`config.mk`:
```
export PLATFORM = sky130hd
export DESIGN_NAME = priv_unit
export DESIGN_NICKNAME = d
export VERILOG_FILES = /design/src/verilog/priv_pkg.sv /design/src/verilog/machine_csr_file.sv /design/src/verilog/csr_op_unit.sv /design/src/verilog/trap_sequencer.sv /design/src/verilog/csr_arbiter.sv /design/src/verilog/priv_unit.sv
export SDC_FILE = /design/constraint.sdc
export NUM_CORES = 1
export LEC_CHECK = 0
export ABC_CLOCK_PERIOD_IN_PS = 7410
export BUFFER_PORTS_ARGS = -buffer_cell sky130_fd_sc_hd__buf_2
export CAP_MARGIN = 30
export CORE_ASPECT_RATIO = 1.25
export CORE_MARGIN = 2
export CORE_UTILIZATION = 50
export CTS_CLUSTER_SIZE = 40
export DETAILED_ROUTE_END_ITERATION = 10
export HOLD_SLACK_MARGIN = 0.08
export PLACE_DENSITY = 0.66
export SYNTH_ARGS = -nofsm -noshare
export SYNTH_HDL_FRONTEND = slang
export SYNTH_HIERARCHICAL = 1
export SYNTH_SLANG_ARGS = --single-unit
```
`constraint.sdc`:
```
create_clock -name CLK -period 7.41 [get_ports CLK]
set_input_delay 1.1115 -clock CLK [delete_from_list [all_inputs] [get_ports CLK]]
set_output_delay 1.1115 -clock CLK [all_outputs]
set_load 0.02 [all_outputs]
```
`src/verilog/priv_pkg.sv`:
```
package priv_pkg;

  typedef logic [11:0] csr_addr_t;
  typedef logic [31:0] csr_word_t;

  typedef enum logic [1:0] {
    U_MODE = 2'd0,
    S_MODE = 2'd1,
    M_MODE = 2'd3
  } priv_level_t;

  // CSRRW, CSRRS and CSRRC
  typedef enum logic [1:0] {
    CSR_RW = 2'd0,
    CSR_RS = 2'd1,
    CSR_RC = 2'd2
  } csr_op_t;

  // Machine trap setup
  localparam csr_addr_t MSTATUS_ADDR       = 12'h300;
  localparam csr_addr_t MISA_ADDR          = 12'h301;
  localparam csr_addr_t MIE_ADDR           = 12'h304;
  localparam csr_addr_t MTVEC_ADDR         = 12'h305;
  localparam csr_addr_t MCOUNTEREN_ADDR    = 12'h306;
  localparam csr_addr_t MCOUNTINHIBIT_ADDR = 12'h320;

  // Machine trap handling
  localparam csr_addr_t MSCRATCH_ADDR      = 12'h340;
  localparam csr_addr_t MEPC_ADDR          = 12'h341;
  localparam csr_addr_t MCAUSE_ADDR        = 12'h342;
  localparam csr_addr_t MTVAL_ADDR         = 12'h343;
  localparam csr_addr_t MIP_ADDR           = 12'h344;

  // Counter low and high halves
  localparam csr_addr_t MCYCLE_ADDR        = 12'hB00;
  localparam csr_addr_t MINSTRET_ADDR      = 12'hB02;
  localparam csr_addr_t MCYCLEH_ADDR       = 12'hB80;
  localparam csr_addr_t MINSTRETH_ADDR     = 12'hB82;

  // Read-only machine information
  localparam csr_addr_t MVENDORID_ADDR     = 12'hF11;
  localparam csr_addr_t MARCHID_ADDR       = 12'hF12;
  localparam csr_addr_t MIMPID_ADDR        = 12'hF13;
  localparam csr_addr_t MHARTID_ADDR       = 12'hF14;

endpackage

```
`src/verilog/machine_csr_file.sv`:
```
`timescale 1ns/100ps

module machine_csr_file #(
  parameter priv_pkg::csr_word_t HARTID = 32'd0
) (
  input  logic                  CLK,
  input  logic                  nRST,
  input  priv_pkg::csr_addr_t   bus_addr,
  input  priv_pkg::priv_level_t bus_priv,
  input  logic                  bus_wen,
  input  priv_pkg::csr_word_t   bus_wdata,
  input  logic                  inst_ret,
  output priv_pkg::csr_word_t   bus_rdata,
  output logic                  bus_invalid
);
  import priv_pkg::*;

  localparam csr_word_t MISA_VALUE = 32'h4000_1100; // MXL 1 with I and M

  logic        st_mie;
  logic        st_mpie;
  priv_level_t st_mpp;
  logic        st_mprv;
  logic        st_tw;
  logic [2:0]  ie_bits;  // meie, mtie, msie
  logic [2:0]  ip_bits;  // meip, mtip, msip
  logic [29:0] mtvec_base;
  logic [1:0]  mtvec_mode;
  csr_word_t   mscratch;
  csr_word_t   mepc;
  csr_word_t   mcause;
  csr_word_t   mtval;
  csr_word_t   mcounteren;
  csr_word_t   mcountinhibit;
  logic [63:0] cycle_count;
  logic [63:0] instret_count;

  csr_word_t   mstatus_val;
  csr_word_t   legal_wdata;
  logic        known;
  logic        csr_write;

  // Interrupt bits sit at 11, 7 and 3
  function automatic csr_word_t irq_word(input logic [2:0] bits);
    return {20'd0, bits[2], 3'd0, bits[1], 3'd0, bits[0], 3'd0};
  endfunction

  assign mstatus_val = {10'd0, st_tw, 3'd0, st_mprv, 4'd0, st_mpp,
                        3'd0, st_mpie, 3'd0, st_mie, 3'd0};

  // Fix up WARL fields before they are stored
  always_comb begin
    legal_wdata = bus_wdata;
    if (bus_addr == MSTATUS_ADDR && bus_wdata[12:11] == 2'b10) begin
      legal_wdata[12:11] = 2'b00; // Reserved mpp level falls back to U
    end
    if (bus_addr == MTVEC_ADDR && bus_wdata[1:0] > 2'b01) begin
      legal_wdata[1:0] = 2'b00;   // Only direct and vectored
    end
  end

  always_comb begin
    bus_rdata = '0;
    known     = 1'b1;
    case (bus_addr)
      MVENDORID_ADDR, MARCHID_ADDR, MIMPID_ADDR: bus_rdata = '0;
      MHARTID_ADDR:       bus_rdata = HARTID;
      MSTATUS_ADDR:       bus_rdata = mstatus_val;
      MISA_ADDR:          bus_rdata = MISA_VALUE;
      MIE_ADDR:           bus_rdata = irq_word(ie_bits);
      MIP_ADDR:           bus_rdata = irq_word(ip_bits);
      MTVEC_ADDR:         bus_rdata = {mtvec_base, mtvec_mode};
      MSCRATCH_ADDR:      bus_rdata = mscratch;
      MEPC_ADDR:          bus_rdata = mepc;
      MCAUSE_ADDR:        bus_rdata = mcause;
      MTVAL_ADDR:         bus_rdata = mtval;
      MCOUNTEREN_ADDR:    bus_rdata = mcounteren;
      MCOUNTINHIBIT_ADDR: bus_rdata = mcountinhibit;
      MCYCLE_ADDR:        bus_rdata = cycle_count[31:0];
      MCYCLEH_ADDR:       bus_rdata = cycle_count[63:32];
      MINSTRET_ADDR:      bus_rdata = instret_count[31:0];
      MINSTRETH_ADDR:     bus_rdata = instret_count[63:32];
      default:            known = 1'b0;
    endcase
  end

  // Privilege field above the caller, unknown CSR, or write to a read-only one
  assign bus_invalid = ~known | (bus_addr[9:8] > bus_priv) | (bus_wen & (&bus_addr[11:10]));
  assign csr_write   = bus_wen & ~bus_invalid;

  always_ff @(posedge CLK, negedge nRST) begin
    if (!nRST) begin
      st_mie        <= 1'b0;
      st_mpie       <= 1'b0;
      st_mpp        <= M_MODE;
      st_mprv       <= 1'b0;
      st_tw         <= 1'b1;
      ie_bits       <= '0;
      ip_bits       <= '0;
      mtvec_base    <= '0;
      mtvec_mode    <= 2'b00;
      mscratch      <= '0;
      mepc          <= '0;
      mcause        <= '0;
      mtval         <= '0;
      mcounteren    <= '1;
      mcountinhibit <= '1;  // Counters start stopped
    end else if (csr_write) begin
      case (bus_addr)
        MSTATUS_ADDR: begin
          st_mie  <= legal_wdata[3];
          st_mpie <= legal_wdata[7];
          st_mpp  <= priv_level_t'(legal_wdata[12:11]);
          st_mprv <= legal_wdata[17];
          st_tw   <= legal_wdata[21];
        end
        MTVEC_ADDR: begin
          mtvec_base <= legal_wdata[31:2];
          mtvec_mode <= legal_wdata[1:0];
        end
        MIE_ADDR:           ie_bits <= {legal_wdata[11], legal_wdata[7], legal_wdata[3]};
        MIP_ADDR:           ip_bits <= {legal_wdata[11], legal_wdata[7], legal_wdata[3]};
        MSCRATCH_ADDR:      mscratch <= legal_wdata;
        MEPC_ADDR:          mepc <= legal_wdata;
        MCAUSE_ADDR:        mcause <= legal_wdata;
        MTVAL_ADDR:         mtval <= legal_wdata;
        MCOUNTEREN_ADDR:    mcounteren <= legal_wdata;
        MCOUNTINHIBIT_ADDR: mcountinhibit <= legal_wdata;
        default: ;
      endcase
    end
  end

  // Inhibit bit 0 stops mcycle and bit 2 stops minstret
  always_ff @(posedge CLK, negedge nRST) begin
    if (!nRST) begin
      cycle_count   <= '0;
      instret_count <= '0;
    end else begin
      if (!mcountinhibit[0]) begin
        cycle_count <= cycle_count + 64'd1;
      end
      if (!mcountinhibit[2]) begin
        instret_count <= instret_count + 64'(inst_ret);
      end
    end
  end

endmodule

```
`src/verilog/csr_op_unit.sv`:
```
`timescale 1ns/100ps

module csr_op_unit (
  input  logic                  CLK,
  input  logic                  nRST,
  input  logic                  instr_valid,
  output logic                  instr_ready,
  input  priv_pkg::csr_op_t     instr_op,
  input  priv_pkg::csr_addr_t   instr_addr,
  input  priv_pkg::csr_word_t   instr_operand,
  input  priv_pkg::priv_level_t instr_priv,
  output logic                  resp_valid,
  input  logic                  resp_ready,
  output priv_pkg::csr_word_t   resp_old,
  output logic                  resp_illegal,
  output logic                  op_req,
  input  logic                  op_gnt,
  output priv_pkg::csr_addr_t   op_addr,
  output logic                  op_wen,
  output priv_pkg::csr_word_t   op_wdata,
  output priv_pkg::priv_level_t op_priv,
  input  priv_pkg::csr_word_t   bus_rdata,
  input  logic                  bus_invalid
);
  import priv_pkg::*;

  logic      held;          // Instruction waiting for the bus
  csr_op_t   held_op;
  csr_word_t held_operand;

  assign instr_ready = ~held & ~resp_valid;
  assign op_req      = held;

  // Set and clear only write when some bit would change
  assign op_wen = (held_op == CSR_RW) | (|held_operand);

  always_comb begin
    case (held_op)
      CSR_RS:  op_wdata = bus_rdata | held_operand;
      CSR_RC:  op_wdata = bus_rdata & ~held_operand;
      default: op_wdata = held_operand;
    endcase
  end

  always_ff @(posedge CLK, negedge nRST) begin
    if (!nRST) begin
      held       <= 1'b0;
      resp_valid <= 1'b0;
    end else begin
      if (instr_valid && instr_ready) begin
        held <= 1'b1;
      end else if (op_gnt) begin
        held       <= 1'b0;
        resp_valid <= 1'b1;  // Response one cycle after the grant
      end
      if (resp_valid && resp_ready) begin
        resp_valid <= 1'b0;
      end
    end
  end

  always_ff @(posedge CLK) begin
    if (instr_valid && instr_ready) begin
      held_op      <= instr_op;
      held_operand <= instr_operand;
      op_addr      <= instr_addr;
      op_priv      <= instr_priv;
    end
    if (op_gnt) begin
      resp_old     <= bus_rdata;
      resp_illegal <= bus_invalid;
    end
  end

endmodule

```
`src/verilog/trap_sequencer.sv`:
```
`timescale 1ns/100ps

module trap_sequencer (
  input  logic                CLK,
  input  logic                nRST,
  input  logic                trap_valid,
  output logic                trap_ready,
  input  priv_pkg::csr_word_t trap_epc,
  input  priv_pkg::csr_word_t trap_cause,
  output logic                target_valid,
  input  logic                target_ready,
  output priv_pkg::csr_word_t target_pc,
  output logic                trap_req,
  input  logic                trap_gnt,
  output priv_pkg::csr_addr_t trap_addr,
  output logic                trap_wen,
  output priv_pkg::csr_word_t trap_wdata,
  input  priv_pkg::csr_word_t bus_rdata
);
  import priv_pkg::*;

  typedef enum logic [2:0] {
    IDLE,
    SAVE_EPC,
    SAVE_CAUSE,
    UPDATE_STATUS,
    READ_VECTOR,
    RESPOND
  } trap_state_t;

  trap_state_t state;
  csr_word_t   saved_epc;
  csr_word_t   saved_cause;
  csr_word_t   handler_pc;

  assign trap_ready   = (state == IDLE);
  assign target_valid = (state == RESPOND);
  assign trap_req     = (state != IDLE) && (state != RESPOND);

  always_comb begin
    trap_addr  = MTVEC_ADDR;
    trap_wen   = 1'b0;
    trap_wdata = saved_epc;
    case (state)
      SAVE_EPC: begin
        trap_addr = MEPC_ADDR;
        trap_wen  = 1'b1;
      end
      SAVE_CAUSE: begin
        trap_addr  = MCAUSE_ADDR;
        trap_wen   = 1'b1;
        trap_wdata = saved_cause;
      end
      UPDATE_STATUS: begin  // mpie takes the old mie and mie is cleared
        trap_addr     = MSTATUS_ADDR;
        trap_wen      = 1'b1;
        trap_wdata    = bus_rdata;
        trap_wdata[7] = bus_rdata[3];
        trap_wdata[3] = 1'b0;
      end
      default: ;
    endcase
  end

  // Vectored mode only applies to interrupts
  always_comb begin
    handler_pc = {bus_rdata[31:2], 2'b00};
    if (bus_rdata[1:0] == 2'b01 && saved_cause[31]) begin
      handler_pc = handler_pc + {saved_cause[29:0], 2'b00};
    end
  end

  always_ff @(posedge CLK, negedge nRST) begin
    if (!nRST) begin
      state <= IDLE;
    end else begin
      case (state)
        IDLE:          if (trap_valid) state <= SAVE_EPC;
        SAVE_EPC:      if (trap_gnt) state <= SAVE_CAUSE;
        SAVE_CAUSE:    if (trap_gnt) state <= UPDATE_STATUS;
        UPDATE_STATUS: if (trap_gnt) state <= READ_VECTOR;
        READ_VECTOR:   if (trap_gnt) state <= RESPOND;
        RESPOND:       if (target_ready) state <= IDLE;
        default:       state <= IDLE;
      endcase
    end
  end

  always_ff @(posedge CLK) begin
    if (trap_valid && trap_ready) begin
      saved_epc   <= trap_epc;
      saved_cause <= trap_cause;
    end
    if (state == READ_VECTOR && trap_gnt) begin
      target_pc <= handler_pc;  // mtvec is on the bus this cycle
    end
  end

endmodule

```
`src/verilog/csr_arbiter.sv`:
```
`timescale 1ns/100ps

module csr_arbiter (
  input  logic                  CLK,
  input  logic                  nRST,
  input  logic                  op_req,
  input  priv_pkg::csr_addr_t   op_addr,
  input  logic                  op_wen,
  input  priv_pkg::csr_word_t   op_wdata,
  input  priv_pkg::priv_level_t op_priv,
  output logic                  op_gnt,
  input  logic                  trap_req,
  input  priv_pkg::csr_addr_t   trap_addr,
  input  logic                  trap_wen,
  input  priv_pkg::csr_word_t   trap_wdata,
  output logic                  trap_gnt,
  output priv_pkg::csr_addr_t   bus_addr,
  output priv_pkg::priv_level_t bus_priv,
  output logic                  bus_wen,
  output priv_pkg::csr_word_t   bus_wdata
);
  import priv_pkg::*;

  logic last_trap;  // Trap port held the previous grant

  always_comb begin
    if (op_req && trap_req) begin
      op_gnt   = last_trap;
      trap_gnt = ~last_trap;
    end else begin
      op_gnt   = op_req;
      trap_gnt = trap_req;
    end
  end

  // Traps always run at machine level
  assign bus_addr  = trap_gnt ? trap_addr  : op_addr;
  assign bus_priv  = trap_gnt ? M_MODE     : op_priv;
  assign bus_wdata = trap_gnt ? trap_wdata : op_wdata;
  assign bus_wen   = (trap_gnt & trap_wen) | (op_gnt & op_wen);

  always_ff @(posedge CLK, negedge nRST) begin
    if (!nRST) begin
      last_trap <= 1'b0;
    end else if (op_gnt || trap_gnt) begin
      last_trap <= trap_gnt;
    end
  end

endmodule

```
`src/verilog/priv_unit.sv`:
```
`timescale 1ns/100ps

module priv_unit #(
  parameter priv_pkg::csr_word_t HARTID = 32'd0
) (
  input  logic                  CLK,
  input  logic                  nRST,
  input  logic                  instr_valid,
  output logic                  instr_ready,
  input  priv_pkg::csr_op_t     instr_op,
  input  priv_pkg::csr_addr_t   instr_addr,
  input  priv_pkg::csr_word_t   instr_operand,
  input  priv_pkg::priv_level_t instr_priv,
  output logic                  resp_valid,
  input  logic                  resp_ready,
  output priv_pkg::csr_word_t   resp_old,
  output logic                  resp_illegal,
  input  logic                  trap_valid,
  output logic                  trap_ready,
  input  priv_pkg::csr_word_t   trap_epc,
  input  priv_pkg::csr_word_t   trap_cause,
  output logic                  target_valid,
  input  logic                  target_ready,
  output priv_pkg::csr_word_t   target_pc,
  input  logic                  inst_ret
);
  import priv_pkg::*;

  logic        op_req, op_gnt, op_wen;
  csr_addr_t   op_addr;
  csr_word_t   op_wdata;
  priv_level_t op_priv;
  logic        trap_req, trap_gnt, trap_wen;
  csr_addr_t   trap_addr;
  csr_word_t   trap_wdata;

  // Shared CSR bus
  csr_addr_t   bus_addr;
  priv_level_t bus_priv;
  logic        bus_wen, bus_invalid;
  csr_word_t   bus_wdata, bus_rdata;

  csr_op_unit op_unit0 (
    .CLK(CLK), .nRST(nRST),
    .instr_valid(instr_valid), .instr_ready(instr_ready), .instr_op(instr_op),
    .instr_addr(instr_addr), .instr_operand(instr_operand), .instr_priv(instr_priv),
    .resp_valid(resp_valid), .resp_ready(resp_ready), .resp_old(resp_old),
    .resp_illegal(resp_illegal),
    .op_req(op_req), .op_gnt(op_gnt), .op_addr(op_addr), .op_wen(op_wen),
    .op_wdata(op_wdata), .op_priv(op_priv),
    .bus_rdata(bus_rdata), .bus_invalid(bus_invalid)
  );

  trap_sequencer trap_seq0 (
    .CLK(CLK), .nRST(nRST),
    .trap_valid(trap_valid), .trap_ready(trap_ready), .trap_epc(trap_epc),
    .trap_cause(trap_cause),
    .target_valid(target_valid), .target_ready(target_ready), .target_pc(target_pc),
    .trap_req(trap_req), .trap_gnt(trap_gnt), .trap_addr(trap_addr),
    .trap_wen(trap_wen), .trap_wdata(trap_wdata), .bus_rdata(bus_rdata)
  );

  csr_arbiter arb0 (
    .CLK(CLK), .nRST(nRST),
    .op_req(op_req), .op_addr(op_addr), .op_wen(op_wen), .op_wdata(op_wdata),
    .op_priv(op_priv), .op_gnt(op_gnt),
    .trap_req(trap_req), .trap_addr(trap_addr), .trap_wen(trap_wen),
    .trap_wdata(trap_wdata), .trap_gnt(trap_gnt),
    .bus_addr(bus_addr), .bus_priv(bus_priv), .bus_wen(bus_wen), .bus_wdata(bus_wdata)
  );

  machine_csr_file #(.HARTID(HARTID)) csr_file0 (
    .CLK(CLK), .nRST(nRST),
    .bus_addr(bus_addr), .bus_priv(bus_priv), .bus_wen(bus_wen),
    .bus_wdata(bus_wdata), .inst_ret(inst_ret),
    .bus_rdata(bus_rdata), .bus_invalid(bus_invalid)
  );

endmodule

```
==> metrics.yaml <==
status: "complete, no violations"
synthArstFlopShare_pct: 67.89
io_pins: 188
clk_pin_slew_worst_paths_ns: 0.07
period_share_pct: 90.22
final.fill_count: 4498
reg_top3: "csr_file0/cycle_count x64, csr_file0/instret_count x64"
top_layer: "met5"
hold_class: "reg -> reg"
drive_gt1_share_pct: 27.27
wl_met2_mm: 42.63
arrival_ns: 7.06
slowest_delay_ns: 0.83
row_count: 95
numCtsBuffers: 54
ys_warn_count: 6
p_leak_nw: 13.46
ir_drop_uv: 228.8
cts_resized: 0
grt_max_degree: 127
coreArea_um2: 53960
cts-root-buf: "clkbuf_16"
cpLargestDelayFamily: "compound AO/OA/AOI/OAI gates"
synth_top_flop_cell: "dfrtp_1"
finalHoldViolations: 0
io_buffers: 185
initial_core_util_pct: 50.80
fmax_mhz: 149.6
syn2layout_area_growth_pct: 13.58
cp_max_fo: 30
antenna_found_initial: 2
p_per_area_nw_per_um2: 305.6
grt_usage_pct: 32.35
wl_met1_mm: 36.18
worstPathRequired_ns: 7.79
cts_buffer_depth: 3
die_h_um: 265.8
firstDrtPassIters: 6
syn_area_per_cell_um2: 11.74
cp-end-kind: "flop"
skew_ns: 0.02647
wl_met3_mm: 7.349
place_congestion: 1.006
ant_nets: 0
clock_sinks: 545
path_buf_inv: 0
drv_slew: 0
synth_area_um2: 27410
synth_edf_count: 175
cts_tree: "done"
rsz0062_at_grt: "no"
post-dp-hpwl_mm: 65.57
layout_setup_ws_ns: 0.7247
syn_inst: 2335
post_cts_buffers: 0
cap_violations: 0
grt_pass1_wl_mm: 134.8
clk_latency_ns: 0.63
critical_path_class: "reg -> reg"
fin_nets: 2674
die_x_um: 213.4
postCtsHoldBufs: 0
worstMarginPinSlew_ns: 1.042
worstPathCellList: "and3b_1 -> nor2_1 -> a21boi_4 -> mux2_2 -> or4_1 -> or3_1 -> o32ai_1 -> a31oi_1 -> o211ai_1 -> ha_1 -> o21a_1 -> o21ai_0 -> nand2b_1 -> a31oi_4 -> o221ai_4 -> a21oi_4 -> mux2i_1 -> nand3_1"
die_area_um2: 56730
drt-vias-per-instance: 6.371
critPathLaunchType: "flop"
avgRoutedWirePerCell_um: 27.80
overflow: 0
cpMaxStageDelayCell: "or4_1"
fin_tns_setup_ns: 0
max-slew-margin-rel_pct: 30.56
ys_seq_elements: 545
place_ws_ns: 0.9169
h-tree-depth: 2
drc_errors: 0
period_needed_ns: 6.685
finalSetupViolCount: 0
ys_seq_area_share_pct: 53.25
routed_wl_mm: 91.48
vias: 20970
drt-initial-drc-count: 2436
grt_pass1_vias: 20930
ys_types: 101
## worst paths after layout
path                       cells past startpoint                          end  slack, ns                   startpoint
setup / recovery                              18      trap_seq0/target_pc[31]       0.72           trap_seq0/state[1]
hold / removal                                 1  csr_file0/instret_count[63]       0.47  csr_file0/instret_count[63]
setup reg to reg                              18      trap_seq0/target_pc[31]       0.72           trap_seq0/state[1]
hold reg to reg                                1  csr_file0/instret_count[63]       0.47  csr_file0/instret_count[63]
max in group asynchronous                      2     csr_file0/mtvec_base[23]       5.36                         nRST
min in group asynchronous                      1        csr_file0/mscratch[9]       0.59                         nRST
## per-layer routing
| layer | vias to the layer above | global-route usage (%) |
|---|---|---|
| li1 | 9028 | - |
| met5 | - | 0 |
| met1 | 10510 | 42.87 |
| met3 | 290 | 5.669 |
| met2 | 1140 | 51.24 |
| met4 | 2 | 16.18 |
## placed cells by master, fill, tap and decap left out, types with 58 or more instances in the layout
| cell type | count |
|---|---|
| nand3_1 | 91 |
| dfrtp_1 | 302 |
| a21oi_1 | 102 |
| xor2_1 | 67 |
| nor2_1 | 97 |
| buf_2 | 184 |
| xnor2_1 | 78 |
| nand2_1 | 188 |
| mux2_2 | 222 |
| dfstp_2 | 67 |
| buf_4 | 58 |
| a22oi_1 | 63 |
| o21ai_0 | 97 |
| edfxtp_1 | 175 |
## cells by family (layout without fill, tap and decap cells)
kind of cell    after synthesis  count (layout)  share of synthesized area [%]
compound gates              440             440                          11.21
xor+xnor                    145             145                          4.633
fa+ha+maj                    38              38                          1.762
buf+inv                     161             381                          2.761
flops                       545             545                          53.25
mux                         325             325                          13.36
other cells                   2              11                        0.02740
simple gates                679             679                          13.00
## synth_stat cells (all sizes together) (7+ instances only)
library cell,n,area (um^2)
nand2b,46,287.8
clkbuf,62,232.7
inv,32,120.1
a221oi,21,183.9
xor2,67,586.8
nor4,29,217.7
and4,8,70.07
ha,37,462.9
o2bb2ai,13,113.9
dfstp,67,1760
mux2i,56,560.5
and3,22,137.6
o21ai,106,534.3
nand3,98,523.0
dfrtp,303,7582
buf,67,404.1
a22oi,63,473.0
nand2,189,711.9
xnor2,78,683.2
mux2,269,3100
nand4,51,319.1
a21o,16,120.1
and2,17,107.6
a211oi,10,80.07
a21oi,103,526.8
edfxtp,175,5255
a22o,12,105.1
o22ai,7,50.05
nor3,57,317.8
a32oi,13,113.9
nor2b,11,68.82
a222oi,18,180.2
nor2,100,382.9
or3,11,68.82
## stage by stage
step | utilization, % | cell area (um^2) | instances | hold slack, ns | power [W]
after floorplan | - | 27440 | 2343 | 0.4420 | 0.005526
after global placement | 54.13 | 29210 | 3186 | 0.4642 | 0.006528
after detailed placement | 54.17 | 29230 | 3187 | 0.4589 | 0.006591
after CTS | 57.64 | 31110 | 3289 | 0.4673 | 0.009487
after global routing | 57.69 | 31130 | 3290 | 0.4915 | 0.009838
final | 57.70 | 31140 | 3291 | 0.4683 | 0.009516
## cell type report
class                      count  area (um^2)  area share (%)
inverter                      32        120.1          0.3858
clock buffer                  77         1612           5.176
multi-input combinational   1637        12170           39.09
antenna                        1        2.502        0.008037
tap                          727        909.6           2.921
timing repair buffer         247         1459           4.686
clock inverter                25        262.8          0.8439
sequential                   545        14600           46.89
## report_power, final
part | internal (W) | switching, W | leakage, nW
clock network | 0.00166 | 0.00123 | 0.923
logic | 0.000891 | 0.00201 | 6.04
registers | 0.00348 | 0.000243 | 6.50
Power figures use the tool's default switching activity.
